==> config.mk <==
export PLATFORM = sky130hd
export DESIGN_NAME = write_guard
export DESIGN_NICKNAME = d
export VERILOG_FILES = /design/src/write_guard_pkg.sv /design/src/fault_isolator.sv /design/src/id_queue.sv /design/src/phase_watchdog.sv /design/src/write_guard.sv /design/src/write_order_fifo.sv
export VERILOG_INCLUDE_DIRS = /design/src /design/src/src
export SDC_FILE = /design/constraint.sdc
export NUM_CORES = 1
export LEC_CHECK = 0
export ABC_CLOCK_PERIOD_IN_PS = 4000
export CAP_MARGIN = 10
export CORE_MARGIN = 4
export CORE_UTILIZATION = 59
export CTS_CLUSTER_DIAMETER = 120
export DETAILED_ROUTE_END_ITERATION = 10
export DONT_BUFFER_PORTS = 1
export PLACE_DENSITY = 0.78
export SKIP_LAST_GASP = 1
export SLEW_MARGIN = 30
export SYNTH_ARGS = -nofsm -noshare
export SYNTH_HDL_FRONTEND = slang
export SYNTH_HIERARCHICAL = 1
export SYNTH_SLANG_ARGS = --single-unit
==> constraint.sdc <==
create_clock -name clk_i -period 4 [get_ports clk_i]
set_input_delay 0.6 -clock clk_i [delete_from_list [all_inputs] [get_ports clk_i]]
set_output_delay 0.6 -clock clk_i [all_outputs]
set_load 0.05 [all_outputs]
==> src/write_guard_settings.svh <==
// widths and depths for the write guard
`ifndef WRITE_GUARD_SETTINGS_SVH
`define WRITE_GUARD_SETTINGS_SVH

// transaction id width
`define WG_ID_WIDTH 4

// outstanding writes tracked at once
`define WG_MAX_TXNS 8

// distinct ids in flight, at most WG_MAX_TXNS
`define WG_MAX_IDS 4

// latency counter and budget width
`define WG_CNT_WIDTH 10

`endif

==> src/write_guard_pkg.sv <==
// shared types: ids, slot index, counters, phase, fault kind and fault status union
`default_nettype none

`include "write_guard_settings.svh"

package write_guard_pkg;

  localparam int unsigned FaultInfoWidth = 8;
  localparam int unsigned SlotIdxWidth = $clog2(`WG_MAX_TXNS);

  typedef logic [`WG_ID_WIDTH-1:0] id_t;
  typedef logic [SlotIdxWidth-1:0] slot_idx_t;
  typedef logic [`WG_CNT_WIDTH-1:0] cnt_t;

  typedef enum logic [1:0] {
    PH_FREE = 2'd0,
    PH_DATA = 2'd1,
    PH_RESP = 2'd2
  } phase_t;

  typedef enum logic [1:0] {
    FK_NONE         = 2'd0,
    FK_TIMEOUT      = 2'd1,
    FK_UNEXPECTED_B = 2'd2
  } fault_kind_t;

  // phase is PH_FREE when the address wait expired
  typedef struct packed {
    phase_t                                  phase;
    logic                                    aw_wait;
    slot_idx_t                               slot;
    logic [FaultInfoWidth-SlotIdxWidth-4:0]  pad;
  } timeout_view_t;

  typedef struct packed {
    id_t                                 id;
    logic [FaultInfoWidth-`WG_ID_WIDTH-1:0] pad;
  } unexpected_view_t;

  // decoded according to the fault kind
  typedef union packed {
    timeout_view_t    timeout;
    unexpected_view_t unexpected;
  } fault_info_u;

endpackage

`default_nettype wire

==> src/fault_isolator.sv <==
// fault_isolator: channel gating, handshake strobes and sticky fault latch
`default_nettype none

module fault_isolator (
  input  logic                         clk_i,
  input  logic                         rst_ni,
  input  logic                         guard_ena_i,
  input  logic                         aw_valid_i,
  input  write_guard_pkg::id_t         aw_id_i,
  output logic                         aw_ready_o,
  input  logic                         w_valid_i,
  input  logic                         w_last_i,
  output logic                         w_ready_o,
  output logic                         b_valid_o,
  output write_guard_pkg::id_t         b_id_o,
  input  logic                         b_ready_i,
  output logic                         slv_aw_valid_o,
  output write_guard_pkg::id_t         slv_aw_id_o,
  input  logic                         slv_aw_ready_i,
  output logic                         slv_w_valid_o,
  output logic                         slv_w_last_o,
  input  logic                         slv_w_ready_i,
  input  logic                         slv_b_valid_i,
  input  write_guard_pkg::id_t         slv_b_id_i,
  output logic                         slv_b_ready_o,
  input  logic                         full_i,
  input  logic                         order_empty_i,
  input  logic                         fault_i,
  input  write_guard_pkg::fault_kind_t fault_kind_i,
  input  write_guard_pkg::fault_info_u fault_info_i,
  output logic                         aw_pending_o,
  output logic                         aw_fire_o,
  output logic                         w_last_fire_o,
  output logic                         b_fire_o,
  output logic                         irq_o,
  output logic                         reset_req_o,
  output write_guard_pkg::fault_kind_t fault_kind_o,
  output write_guard_pkg::fault_info_u fault_info_o
);

  logic fault_q, isolate, track, aw_hold, w_hold;

  assign isolate = guard_ena_i & fault_q;
  assign track = guard_ena_i & ~fault_q;
  assign aw_hold = track & full_i;
  // no address waiting for data yet
  assign w_hold = track & order_empty_i;

  // isolated: slave sees nothing, master drains freely
  assign slv_aw_valid_o = aw_valid_i & ~aw_hold & ~isolate;
  assign aw_ready_o = isolate | (slv_aw_ready_i & ~aw_hold);
  assign slv_w_valid_o = w_valid_i & ~w_hold & ~isolate;
  assign w_ready_o = isolate | (slv_w_ready_i & ~w_hold);
  assign b_valid_o = slv_b_valid_i & ~isolate;
  assign slv_b_ready_o = isolate | b_ready_i;

  assign slv_aw_id_o = aw_id_i;
  assign slv_w_last_o = w_last_i;
  assign b_id_o = slv_b_id_i;

  assign aw_pending_o = track & aw_valid_i & ~aw_ready_o;
  assign aw_fire_o = track & slv_aw_valid_o & slv_aw_ready_i;
  assign w_last_fire_o = track & slv_w_valid_o & slv_w_ready_i & w_last_i;
  assign b_fire_o = track & b_valid_o & b_ready_i;

  // first fault wins, held until reset
  always_ff @(posedge clk_i or negedge rst_ni) begin
    if (!rst_ni) begin
      fault_q <= 1'b0;
      fault_kind_o <= write_guard_pkg::FK_NONE;
      fault_info_o <= '0;
    end else if (track && fault_i) begin
      fault_q <= 1'b1;
      fault_kind_o <= fault_kind_i;
      fault_info_o <= fault_info_i;
    end
  end

  assign irq_o = fault_q;
  assign reset_req_o = fault_q;

endmodule

`default_nettype wire

==> src/id_queue.sv <==
// head-tail table and linked slot pool keyed by write id
`default_nettype none

`include "write_guard_settings.svh"

module id_queue (
  input  logic                      clk_i,
  input  logic                      rst_ni,
  input  logic                      push_i,
  input  write_guard_pkg::id_t      push_id_i,
  input  logic                      pop_i,
  input  write_guard_pkg::id_t      pop_id_i,
  output write_guard_pkg::slot_idx_t alloc_slot_o,
  output logic                      full_o,
  output logic                      pop_hit_o,
  output write_guard_pkg::slot_idx_t pop_slot_o
);

  localparam int unsigned num_slots = `WG_MAX_TXNS;
  localparam int unsigned num_ids = `WG_MAX_IDS;
  localparam int unsigned ht_idx_width = (num_ids > 1) ? $clog2(num_ids) : 1;

  typedef logic [ht_idx_width-1:0] ht_idx_t;

  typedef struct packed {
    write_guard_pkg::id_t      id;
    write_guard_pkg::slot_idx_t head;
    write_guard_pkg::slot_idx_t tail;
    logic                      free;
  } head_tail_t;

  head_tail_t [num_ids-1:0]    ht_q, ht_d;
  logic [num_slots-1:0]        used_q, used_d;
  write_guard_pkg::slot_idx_t  next_q [num_slots];
  write_guard_pkg::slot_idx_t  next_d [num_slots];

  logic    push_match, pop_match, ht_full, pop_frees;
  ht_idx_t push_idx, pop_idx, free_idx, open_idx;

  // id lookup and priority search with the lowest index winning
  always_comb begin
    push_match = 1'b0;
    push_idx = '0;
    pop_match = 1'b0;
    pop_idx = '0;
    free_idx = '0;
    ht_full = 1'b1;
    for (int i = num_ids - 1; i >= 0; i--) begin
      if (!ht_q[i].free && (ht_q[i].id == push_id_i)) begin
        push_match = 1'b1;
        push_idx = ht_idx_t'(i);
      end
      if (!ht_q[i].free && (ht_q[i].id == pop_id_i)) begin
        pop_match = 1'b1;
        pop_idx = ht_idx_t'(i);
      end
      if (ht_q[i].free) begin
        ht_full = 1'b0;
        free_idx = ht_idx_t'(i);
      end
    end
    alloc_slot_o = '0;
    for (int i = num_slots - 1; i >= 0; i--) begin
      if (!used_q[i]) begin
        alloc_slot_o = write_guard_pkg::slot_idx_t'(i);
      end
    end
  end

  // a full id table only blocks an id that has no list yet
  assign full_o = (&used_q) | (ht_full & ~push_match);
  assign pop_hit_o = pop_match;
  assign pop_slot_o = ht_q[pop_idx].head;
  assign pop_frees = pop_i && pop_match && (ht_q[pop_idx].head == ht_q[pop_idx].tail);
  // a list emptied this cycle is reopened in place
  assign open_idx = push_match ? push_idx : free_idx;

  always_comb begin
    ht_d = ht_q;
    used_d = used_q;
    next_d = next_q;
    if (pop_i && pop_match) begin
      used_d[ht_q[pop_idx].head] = 1'b0;
      if (pop_frees) begin
        ht_d[pop_idx].free = 1'b1;
      end else begin
        ht_d[pop_idx].head = next_q[ht_q[pop_idx].head];
      end
    end
    if (push_i) begin
      used_d[alloc_slot_o] = 1'b1;
      if (push_match && !(pop_frees && (push_idx == pop_idx))) begin
        // append behind the current tail
        next_d[ht_q[push_idx].tail] = alloc_slot_o;
        ht_d[push_idx].tail = alloc_slot_o;
      end else begin
        ht_d[open_idx] = '{id: push_id_i, head: alloc_slot_o, tail: alloc_slot_o,
                           free: 1'b0};
      end
    end
  end

  always_ff @(posedge clk_i or negedge rst_ni) begin
    if (!rst_ni) begin
      for (int i = 0; i < num_ids; i++) begin
        ht_q[i] <= '{free: 1'b1, default: '0};
      end
      used_q <= '0;
    end else begin
      ht_q <= ht_d;
      used_q <= used_d;
    end
  end

  // next pointer of each slot within its id list
  always_ff @(posedge clk_i) begin
    next_q <= next_d;
  end

endmodule

`default_nettype wire

==> src/phase_watchdog.sv <==
// phase_watchdog: per-slot phase and latency counters, timeout and unexpected response detection
`default_nettype none

`include "write_guard_settings.svh"

module phase_watchdog (
  input  logic                         clk_i,
  input  logic                         rst_ni,
  input  logic                         aw_pending_i,
  input  logic                         aw_fire_i,
  input  write_guard_pkg::slot_idx_t   alloc_slot_i,
  input  logic                         w_last_fire_i,
  input  write_guard_pkg::slot_idx_t   data_slot_i,
  input  logic                         b_fire_i,
  input  write_guard_pkg::id_t         b_id_i,
  input  logic                         pop_hit_i,
  input  write_guard_pkg::slot_idx_t   pop_slot_i,
  input  write_guard_pkg::cnt_t        budget_aw_i,
  input  write_guard_pkg::cnt_t        budget_w_i,
  input  write_guard_pkg::cnt_t        budget_b_i,
  output logic                         fault_o,
  output write_guard_pkg::fault_kind_t fault_kind_o,
  output write_guard_pkg::fault_info_u fault_info_o
);

  localparam int unsigned num_slots = `WG_MAX_TXNS;

  write_guard_pkg::phase_t phase_q [num_slots];
  write_guard_pkg::cnt_t   cnt_q [num_slots];
  write_guard_pkg::cnt_t   aw_cnt_q;
  logic                    unexpected_b;

  // response must match the head slot of its id, and that slot must await B
  assign unexpected_b = b_fire_i &&
                        !(pop_hit_i && (phase_q[pop_slot_i] == write_guard_pkg::PH_RESP));

  always_ff @(posedge clk_i or negedge rst_ni) begin
    if (!rst_ni) begin
      for (int i = 0; i < num_slots; i++) begin
        phase_q[i] <= write_guard_pkg::PH_FREE;
        cnt_q[i] <= '0;
      end
      aw_cnt_q <= '0;
    end else begin
      for (int i = 0; i < num_slots; i++) begin
        if (aw_fire_i && (alloc_slot_i == write_guard_pkg::slot_idx_t'(i))) begin
          phase_q[i] <= write_guard_pkg::PH_DATA;
          cnt_q[i] <= '0;
        end else if (w_last_fire_i && (data_slot_i == write_guard_pkg::slot_idx_t'(i))) begin
          phase_q[i] <= write_guard_pkg::PH_RESP;
          cnt_q[i] <= '0;
        end else if (b_fire_i && !unexpected_b &&
                     (pop_slot_i == write_guard_pkg::slot_idx_t'(i))) begin
          phase_q[i] <= write_guard_pkg::PH_FREE;
          cnt_q[i] <= '0;
        end else if ((phase_q[i] != write_guard_pkg::PH_FREE) && (cnt_q[i] != '1)) begin
          // saturate so a maximum budget never expires
          cnt_q[i] <= cnt_q[i] + 1'b1;
        end
      end
      if (!aw_pending_i) begin
        aw_cnt_q <= '0;
      end else if (aw_cnt_q != '1) begin
        aw_cnt_q <= aw_cnt_q + 1'b1;
      end
    end
  end

  // later hits override earlier ones, so the strongest report comes last
  always_comb begin
    write_guard_pkg::cnt_t slot_budget;
    fault_o = 1'b0;
    fault_kind_o = write_guard_pkg::FK_NONE;
    fault_info_o = '0;
    if (unexpected_b) begin
      fault_o = 1'b1;
      fault_kind_o = write_guard_pkg::FK_UNEXPECTED_B;
      fault_info_o.unexpected.id = b_id_i;
    end
    if (aw_cnt_q > budget_aw_i) begin
      fault_o = 1'b1;
      fault_kind_o = write_guard_pkg::FK_TIMEOUT;
      fault_info_o = '0;
      fault_info_o.timeout.aw_wait = 1'b1;
    end
    for (int i = num_slots - 1; i >= 0; i--) begin
      slot_budget = (phase_q[i] == write_guard_pkg::PH_DATA) ? budget_w_i : budget_b_i;
      if ((phase_q[i] != write_guard_pkg::PH_FREE) && (cnt_q[i] > slot_budget)) begin
        fault_o = 1'b1;
        fault_kind_o = write_guard_pkg::FK_TIMEOUT;
        fault_info_o = '0;
        fault_info_o.timeout.phase = phase_q[i];
        fault_info_o.timeout.slot = write_guard_pkg::slot_idx_t'(i);
      end
    end
  end

endmodule

`default_nettype wire

==> src/write_guard.sv <==
// write_guard: top level joining id queue, order FIFO, watchdog and isolator
`default_nettype none

module write_guard (
  input  logic                         clk_i,
  input  logic                         rst_ni,
  input  logic                         guard_ena_i,
  input  write_guard_pkg::cnt_t        budget_aw_i,
  input  write_guard_pkg::cnt_t        budget_w_i,
  input  write_guard_pkg::cnt_t        budget_b_i,
  input  logic                         aw_valid_i,
  input  write_guard_pkg::id_t         aw_id_i,
  output logic                         aw_ready_o,
  input  logic                         w_valid_i,
  input  logic                         w_last_i,
  output logic                         w_ready_o,
  output logic                         b_valid_o,
  output write_guard_pkg::id_t         b_id_o,
  input  logic                         b_ready_i,
  output logic                         slv_aw_valid_o,
  output write_guard_pkg::id_t         slv_aw_id_o,
  input  logic                         slv_aw_ready_i,
  output logic                         slv_w_valid_o,
  output logic                         slv_w_last_o,
  input  logic                         slv_w_ready_i,
  input  logic                         slv_b_valid_i,
  input  write_guard_pkg::id_t         slv_b_id_i,
  output logic                         slv_b_ready_o,
  output logic                         irq_o,
  output logic                         reset_req_o,
  output write_guard_pkg::fault_kind_t fault_kind_o,
  output write_guard_pkg::fault_info_u fault_info_o
);

  logic                         aw_pending, aw_fire, w_last_fire, b_fire;
  logic                         queue_full, order_empty, pop_hit, fault;
  write_guard_pkg::slot_idx_t   alloc_slot, pop_slot, data_slot;
  write_guard_pkg::fault_kind_t fault_kind;
  write_guard_pkg::fault_info_u fault_info;

  id_queue i_id_queue (
    .clk_i        (clk_i),
    .rst_ni       (rst_ni),
    .push_i       (aw_fire),
    .push_id_i    (aw_id_i),
    .pop_i        (b_fire),
    .pop_id_i     (slv_b_id_i),
    .alloc_slot_o (alloc_slot),
    .full_o       (queue_full),
    .pop_hit_o    (pop_hit),
    .pop_slot_o   (pop_slot)
  );

  write_order_fifo i_write_order_fifo (
    .clk_i       (clk_i),
    .rst_ni      (rst_ni),
    .push_i      (aw_fire),
    .push_slot_i (alloc_slot),
    .pop_i       (w_last_fire),
    .head_slot_o (data_slot),
    .empty_o     (order_empty)
  );

  phase_watchdog i_phase_watchdog (
    .clk_i         (clk_i),
    .rst_ni        (rst_ni),
    .aw_pending_i  (aw_pending),
    .aw_fire_i     (aw_fire),
    .alloc_slot_i  (alloc_slot),
    .w_last_fire_i (w_last_fire),
    .data_slot_i   (data_slot),
    .b_fire_i      (b_fire),
    .b_id_i        (slv_b_id_i),
    .pop_hit_i     (pop_hit),
    .pop_slot_i    (pop_slot),
    .budget_aw_i   (budget_aw_i),
    .budget_w_i    (budget_w_i),
    .budget_b_i    (budget_b_i),
    .fault_o       (fault),
    .fault_kind_o  (fault_kind),
    .fault_info_o  (fault_info)
  );

  fault_isolator i_fault_isolator (
    .clk_i          (clk_i),
    .rst_ni         (rst_ni),
    .guard_ena_i    (guard_ena_i),
    .aw_valid_i     (aw_valid_i),
    .aw_id_i        (aw_id_i),
    .aw_ready_o     (aw_ready_o),
    .w_valid_i      (w_valid_i),
    .w_last_i       (w_last_i),
    .w_ready_o      (w_ready_o),
    .b_valid_o      (b_valid_o),
    .b_id_o         (b_id_o),
    .b_ready_i      (b_ready_i),
    .slv_aw_valid_o (slv_aw_valid_o),
    .slv_aw_id_o    (slv_aw_id_o),
    .slv_aw_ready_i (slv_aw_ready_i),
    .slv_w_valid_o  (slv_w_valid_o),
    .slv_w_last_o   (slv_w_last_o),
    .slv_w_ready_i  (slv_w_ready_i),
    .slv_b_valid_i  (slv_b_valid_i),
    .slv_b_id_i     (slv_b_id_i),
    .slv_b_ready_o  (slv_b_ready_o),
    .full_i         (queue_full),
    .order_empty_i  (order_empty),
    .fault_i        (fault),
    .fault_kind_i   (fault_kind),
    .fault_info_i   (fault_info),
    .aw_pending_o   (aw_pending),
    .aw_fire_o      (aw_fire),
    .w_last_fire_o  (w_last_fire),
    .b_fire_o       (b_fire),
    .irq_o          (irq_o),
    .reset_req_o    (reset_req_o),
    .fault_kind_o   (fault_kind_o),
    .fault_info_o   (fault_info_o)
  );

endmodule

`default_nettype wire

==> src/write_order_fifo.sv <==
// write_order_fifo: slot indices in address order for attributing write data
`default_nettype none

`include "write_guard_settings.svh"

module write_order_fifo (
  input  logic                       clk_i,
  input  logic                       rst_ni,
  input  logic                       push_i,
  input  write_guard_pkg::slot_idx_t push_slot_i,
  input  logic                       pop_i,
  output write_guard_pkg::slot_idx_t head_slot_o,
  output logic                       empty_o
);

  localparam int unsigned depth = `WG_MAX_TXNS;

  write_guard_pkg::slot_idx_t mem_q [depth];
  write_guard_pkg::slot_idx_t wr_ptr_q, rd_ptr_q;
  logic [$clog2(depth):0]     count_q;

  assign head_slot_o = mem_q[rd_ptr_q];
  assign empty_o = (count_q == '0);

  always_ff @(posedge clk_i or negedge rst_ni) begin
    if (!rst_ni) begin
      wr_ptr_q <= '0;
      rd_ptr_q <= '0;
      count_q <= '0;
    end else begin
      if (push_i) begin
        wr_ptr_q <= (wr_ptr_q == write_guard_pkg::slot_idx_t'(depth - 1)) ? '0 :
                    wr_ptr_q + 1'b1;
      end
      if (pop_i) begin
        rd_ptr_q <= (rd_ptr_q == write_guard_pkg::slot_idx_t'(depth - 1)) ? '0 :
                    rd_ptr_q + 1'b1;
      end
      // push and pop together leave the count alone
      if (push_i && !pop_i) begin
        count_q <= count_q + 1'b1;
      end else if (pop_i && !push_i) begin
        count_q <= count_q - 1'b1;
      end
    end
  end

  always_ff @(posedge clk_i) begin
    if (push_i) begin
      mem_q[wr_ptr_q] <= push_slot_i;
    end
  end

endmodule

`default_nettype wire

==> impl_metrics.tcl, run 1 <==
set metrics [dict create \
    status "finished with violations" \
    failed_checks "hold timing" \
    fin_crit_ps 3880 \
    vias 12800 \
    drtAntennaViolNets 0 \
    post_dp_cell_area_mm2 0.0164 \
    grt_first_pass_wirelength_um 66100 \
    io_buffers 0 \
    grt_overflow 0 \
    layout.nets 1772 \
    first_pass_iters 6 \
    ir_drop_uv 520 \
    grt_max_degree 180 \
    routabilityCongestion 0.963 \
    die_w_um 171 \
    tightest_slew_ps 1010 \
    dr.first_iter.drc_count 1099 \
    die_height_um 171 \
    place_hpwl_um 29900 \
    drive_gt1_share_pct 15.6 \
    maxSlewHeadroom_pct 32.4 \
    synth_edf_count 48 \
    critPathMaxFanout 15 \
    power_uw 8040 \
    core_area_mm2 0.0261 \
    clk_pin_slew_ps 60 \
    criticalPathCategory "reg -> reg" \
    numCtsBuffers 26 \
    clk-insertion-delay-late_ps 540 \
    start_util_pct 60.1 \
    grt_use_total_pct 27.9 \
    wl_per_cell_um 20.9 \
    cts.sinks 227 \
    drt_wl_total_um 41300 \
    cts_buffer_depth 3 \
    fin_crit_sh_pct 96.9 \
    worstPathArrival_ps 4160 \
    die_area_mm2 0.0292 \
    powerDensity_mw_per_mm2 464 \
    cts_root_buffer "clkbuf_16" \
    ys_ff_latch 227 \
    async_flop_share_pct 78.9 \
    crit_path_end_kind "flip-flop" \
    yosysWarnings 6 \
    fmaxAchievable_mhz 258 \
    fillCellCount 2035 \
    synth_area_mm2 0.0157 \
    clock_skew_ps 17.7 \
    yosysSeqAreaShare_pct 37.8 \
    htreeDepth 1 \
    synth_cell_type_count 113 \
    antenna_found_initial 0 \
    required_ps 4280 \
    netlist_instances 1580 \
    crit_path_start_kind "flip-flop" \
    cpPeakStageDelay_ps 560 \
    drc 0 \
    crit_slowest_cell "or4_1" \
    rows 59 \
    cp_cell_sequence "xor2_2 -> or4_1 -> buf_4 -> o2111a_1 -> o311a_1 -> a2111oi_2 -> nor3b_4 -> o41ai_4 -> buf_4 -> nor2_1 -> and4_1" \
    ios 75 \
    diodes 0 \
    hold_violations 175 \
    maxCapViolations 0 \
    leakage_uw 0.00739 \
    synth_flop_cell "dfrtp_1" \
    hold_path.class "in -> async" \
    critical-path-top-delay-family "compound AO/OA/AOI/OAI gates" \
    final_area_mm2 0.0173 \
    grt_pass1_vias 12700 \
    whs_ps -245 \
    crit_top_cell "buf_4" \
    viasPerCell 6.49 \
    syn_area_per_cell_um2 9.91 \
    crit_buf_inv 2 \
    setup_viol 0 \
    tritoncts "built" \
    area_delta_synth_final_pct 10.6 \
    report.final.slew_viol_count 0 \
]
[area by class of cell]
type | count | area [µm²] | area share (%)
Clock buffer | 34 | 742 | 4.28
Sequential cell | 227 | 5930 | 34.2
Clock inverter | 14 | 176 | 1.02
Multi-Input combinational cell | 1218 | 9180 | 53.0
Inverter | 67 | 264 | 1.52
Tap cell | 335 | 419 | 2.42
Timing Repair Buffer | 77 | 616 | 3.55
[worst register-to-register path, stage by stage, from the launching register on]
cell	delay (ps)
dfrtp_1	440
xor2_2	200
or4_1	560
buf_4	180
o2111a_1	220
o311a_1	390
a2111oi_2	440
nor3b_4	140
o41ai_4	420
buf_4	290
nor2_1	110
and4_1	230
[placed cells by master, fill, tap and decap left out, types with 20 or more instances in the layout]
master,count
xor2_1,43
nand4_1,44
mux2i_1,89
nor2_1,120
mux2_2,34
ha_1,106
and3_1,22
xnor2_1,46
nor3_1,41
a21oi_1,62
clkbuf_16,27
nand2_1,108
or3_1,20
inv_1,66
dfrtp_1,175
nand3_1,66
edfxtp_1,48
buf_4,74
nor2b_1,23
o21ai_0,69
[metrics by stage]
step,TNS (ps),worst slack (ps),utilization [%],cells
2_1_floorplan,-840,-98.1,-,1581
3_3_place_gp,0,90.8,62.9,1924
3_5_place_dp,0,2.51,62.9,1924
4_1_cts,0,109,66.4,1972
5_1_grt,-200,-26.8,66.5,1972
6_report,0,122,66.5,1972
[repair_timing]
action / 4_1_cts / 5_1_grt
buffers inserted: 0 / 0
hold endpoints to repair: 179 / 179
resized for setup: 0 / 4
setup endpoints to repair: 0 / 31
[Yosys cell counts (all sizes together), types with 6 or more instances]
cell / n / area (µm²)
a21o: 15 / 114
nand2b: 20 / 125
o22ai: 6 / 37.5
mux2i: 89 / 891
nand2: 113 / 439
o31ai: 16 / 120
nor4: 9 / 68.8
nor3b: 8 / 65.1
o21ai: 77 / 389
xor2: 44 / 385
mux2: 53 / 668
a221oi: 8 / 76.3
and4: 15 / 131
xnor2: 46 / 403
dfrtp: 175 / 4380
a211oi: 12 / 103
and2: 12 / 75.1
buf: 46 / 295
a31oi: 9 / 56.3
nand4: 44 / 275
a311oi: 10 / 93.8
a2111oi: 7 / 80.1
inv: 66 / 248
o311ai: 6 / 52.6
nor3: 45 / 246
or3: 23 / 154
nand3b: 10 / 87.6
nor2: 138 / 593
o211ai: 14 / 115
a21oi: 65 / 344
and3: 22 / 138
nand3: 67 / 340
ha: 106 / 1330
edfxtp: 48 / 1440
clkbuf: 23 / 86.3
mux4: 9 / 225
nor2b: 25 / 164
o22a: 6 / 52.6
[worst paths after layout]
| check | from | end | slack [ps] | cells past startpoint |
|---|---|---|---|---|
| min in group clk_i | guard_ena_i | i_fault_isolator/irq_o$_DFFE_PN0P_ | 190 | 1 |
| worst max-delay path | i_id_queue/ht_q[29]$_DFFE_PN0P_ | i_id_queue/next_q[14]$_DFFE_PP_ | 120 | 11 |
| worst min-delay path | rst_ni | i_phase_watchdog/cnt_q[75]$_DFFE_PN0P_ | -240 | 0 |
| worst min register to register | i_write_order_fifo/count_q[2]$_DFFE_PN0P_ | i_write_order_fifo/count_q[2]$_DFFE_PN0P_ | 520 | 2 |
| max in group asynchronous | rst_ni | i_id_queue/ht_q[33]$_DFF_PN1_ | 3930 | 0 |
| worst max register to register | i_id_queue/ht_q[29]$_DFFE_PN0P_ | i_id_queue/next_q[14]$_DFFE_PP_ | 120 | 11 |
[kinds of logic after synthesis]
| kind of cell | synth area share, % |
|---|---|
| AO/OA/AOI/OAI | 13.3 |
| XOR/XNOR | 5.03 |
| adder cells (fa/ha/maj) | 8.60 |
| buffers and inverters | 4.04 |
| flip-flops | 37.8 |
| multiplexers | 11.4 |
| other | 0.0240 |
| AND/OR/NAND/NOR | 19.8 |
[registers in the layout (all words and copies together), names as in the netlist]
| register | cells |
|---|---|
| i_phase_watchdog/cnt_q | 80 |
| i_id_queue/ht_q | 44 |
| i_id_queue/next_q | 24 |
| i_write_order_fifo/mem_q | 24 |
| i_phase_watchdog/phase_q | 16 |
| i_phase_watchdog/aw_cnt_q | 10 |
| i_fault_isolator/fault_info_o | 8 |
| i_id_queue/used_q | 8 |
| i_write_order_fifo/count_q | 4 |
| i_write_order_fifo/rd_ptr_q | 3 |
| i_write_order_fifo/wr_ptr_q | 3 |
| i_fault_isolator/fault_kind_o | 2 |
| i_fault_isolator/irq_o | 1 |
[report_power, final]
| part | leakage (µW) | internal [µW] | switching (µW) |
|---|---|---|---|
| combinational | 0.00435 | 1040 | 1210 |
| clock | 0.000449 | 1560 | 984 |
| sequential | 0.00259 | 2700 | 543 |
| total | 0.00739 | 5310 | 2730 |
[routing by layer]
layer	GRT usage (%)	share of wire (%)	vias to the layer above
li1	-	-	5914
met1	36.7	41	6224
met2	46.6	47	528
met3	5.15	8.3	127
met4	9.34	3.6	0
met5	0	0	-
(Power assumes the default switching activity.)
==> inputs of run 2 (changes only) <==
--- a/config.mk
+++ b/config.mk
@@ -8,12 +8,13 @@
 export LEC_CHECK = 0
 export ABC_CLOCK_PERIOD_IN_PS = 4000
 export CAP_MARGIN = 10
+export CORE_ASPECT_RATIO = 1.5
 export CORE_MARGIN = 4
 export CORE_UTILIZATION = 59
 export CTS_CLUSTER_DIAMETER = 120
 export DETAILED_ROUTE_END_ITERATION = 10
 export DONT_BUFFER_PORTS = 1
-export PLACE_DENSITY = 0.78
+export PLACE_DENSITY_LB_ADDON = 0.2
 export SKIP_LAST_GASP = 1
 export SLEW_MARGIN = 30
 export SYNTH_ARGS = -nofsm -noshare
==> run 2 against run 1 <==
Net effect:
- the run still ends with hold timing left
- highest routed layer unchanged
- sequential share of layout area hardly changed
- combinational power is essentially flat
- largest cell class unchanged
- die area grew 0.18%
- sequential power about the same
- largest power group unchanged
- global-route usage increased by 0.67 points
==> impl_metrics.tcl, run 2 (synthesized netlist as in run 1, its figures left out) <==
set metrics [dict create \
    failed_checks "hold timing" \
    fillCellCount 2084 \
    hold_violations 175 \
    required_ps 4400 \
    final_common_cell "dfrtp_1" \
    grt_first_pass_wirelength_um 67500 \
    area_delta_synth_final_pct 10.8 \
    status "finished with violations" \
    crit_buf_inv 1 \
    whs_ps -241 \
    tns_ps 0 \
    rsz0062_at_grt "yes" \
    place_hpwl_um 31700 \
    core_area_mm2 0.0259 \
    place_inst 1939 \
    clk_pin_slew_ps 60 \
    report.final.slew_viol_count 0 \
    clock_skew_ps 21.9 \
    rows 72 \
    crit_path_start_kind "flip-flop" \
    top_register "i_phase_watchdog/cnt_q" \
    maxCapViolations 0 \
    routabilityCongestion 0.950 \
    start_util_pct 60.3 \
    final_cell_count_no_fill 1984 \
    layout.nets 1788 \
    critical-path-top-delay-family "simple AND/OR/NAND/NOR gates" \
    fin_crit_ps 3930 \
    vias 12700 \
    ir_drop_uv 391 \
    cts_buffer_depth 3 \
    worstPathArrival_ps 4330 \
    wl_per_cell_um 21.2 \
    tritoncts "built" \
    hold_path.class "in -> async" \
    setup_viol 0 \
    powerDensity_mw_per_mm2 448 \
    grt_overflow 0 \
    viasPerCell 6.40 \
    cp_cell_sequence "xor2_2 -> or4_1 -> or3_4 -> a311o_2 -> nand2_8 -> clkinv_8 -> mux4_2 -> nand2_1 -> o211ai_2 -> o21ai_2 -> nor4_1 -> o311ai_1 -> nand2_1 -> mux2_4" \
    htreeDepth 1 \
    reg_top3 "i_phase_watchdog/cnt_q (80), i_id_queue/ht_q (44)" \
    crit_top_cell "nand2_1" \
    crit_path_end_kind "flip-flop" \
    diodes 0 \
    die_area_mm2 0.0293 \
    numCtsBuffers 24 \
    cts.sinks 227 \
    critPathMaxFanout 4 \
    cts_root_buffer "clkbuf_16" \
    criticalPathCategory "reg -> reg" \
    drc 0 \
    drtAntennaViolNets 0 \
    fmaxAchievable_mhz 254 \
    leakage_uw 0.00743 \
    grt_max_degree 180 \
    fin_crit_sh_pct 98.3 \
    antenna_found_initial 0 \
    die_w_um 141 \
    mostFrequentLayoutCells "dfrtp_1 (174), nor2_1 (120), nand2_1 (108)" \
    io_buffers 0 \
    tightest_slew_ps 730 \
    die_height_um 208 \
    grt_use_total_pct 28.5 \
    dr.first_iter.drc_count 813 \
    largest_reg_flops 80 \
    maxSlewHeadroom_pct 50.7 \
    ios 75 \
    first_pass_iters 7 \
    drive_gt1_share_pct 16.4 \
    crit_slowest_cell "or4_1" \
    drt_wl_total_um 42100 \
    grt_pass1_vias 12800 \
    postLayoutCoreUtil_pct 66.8 \
    cpPeakStageDelay_ps 550 \
    clk-insertion-delay-late_ps 530 \
]
## run 2: changes by cell type in the layout (fill, tap and decap cells not counted), sizes merged
| cell | previous run | this run |
|---|---|---|
| buf | 77 | 95 |
| clkinv | 9 | 8 |
| clkinvlp | 2 | 0 |
| bufinv | 4 | 2 |
| clkbuf | 34 | 35 |
## run 2: repair_timing
item | 4_1_cts | 5_1_grt
buffers inserted | 0 | 1
setup endpoints to repair | 0 | 37
hold endpoints to repair | 179 | 177
resized for setup | 0 | 4
## run 2: final cells by class
| class | instances | area, µm² | area share [%] |
|---|---|---|---|
| Inverter | 67 | 264 | 1.52 |
| Timing Repair Buffer | 95 | 763 | 4.40 |
| Multi-Input combinational cell | 1218 | 9160 | 52.8 |
| Clock inverter | 9 | 114 | 0.657 |
| Clock buffer | 35 | 696 | 4.01 |
| Sequential cell | 227 | 5930 | 34.2 |
| Tap cell | 333 | 417 | 2.40 |
## run 2: metal layers
metal,vias to the layer above,global-route usage [%],routed length [µm]
met2,408,52.3,22300
met4,0,14.3,2330
met1,6215,31.9,15300
met3,143,3.89,2220
met5,-,0,0
li1,5941,-,-
## run 2: through the flow
| step | setup slack (ps) | area [µm²] | total power, µW |
|---|---|---|---|
| final | 68.6 | 17300 | 7770 |
| after global routing | -48.6 | 17300 | 8260 |
| after floorplan | -98.1 | 15700 | 4910 |
| after global placement | 41.7 | 16500 | 5390 |
| after detailed placement | -32.1 | 16500 | 5500 |
| after CTS | 96.3 | 17300 | 7810 |
## run 2: worst paths after layout
path	from	end	slack (ps)	depth (start not counted)
max in group asynchronous	rst_ni	i_id_queue/ht_q[11]$_DFF_PN1_	3930	0
setup / recovery	i_id_queue/ht_q[29]$_DFFE_PN0P_	i_fault_isolator/fault_info_o[6]$_DFFE_PN0P_	70	14
setup reg to reg	i_id_queue/ht_q[29]$_DFFE_PN0P_	i_fault_isolator/fault_info_o[6]$_DFFE_PN0P_	70	14
hold / removal	rst_ni	i_phase_watchdog/cnt_q[4]$_DFFE_PN0P_	-240	0
hold reg to reg	i_id_queue/ht_q[33]$_DFF_PN1_	i_id_queue/ht_q[33]$_DFF_PN1_	540	2
min in group clk_i	guard_ena_i	i_fault_isolator/irq_o$_DFFE_PN0P_	200	1
## run 2: power by group
group / switching, µW / internal (µW) / total, µW / leakage [µW]
registers: 550 / 2700 / 3250 / 0.00259
logic: 1210 / 1040 / 2250 / 0.00444
clock network: 923 / 1340 / 2260 / 0.000401
total: 2690 / 5080 / 7770 / 0.00743
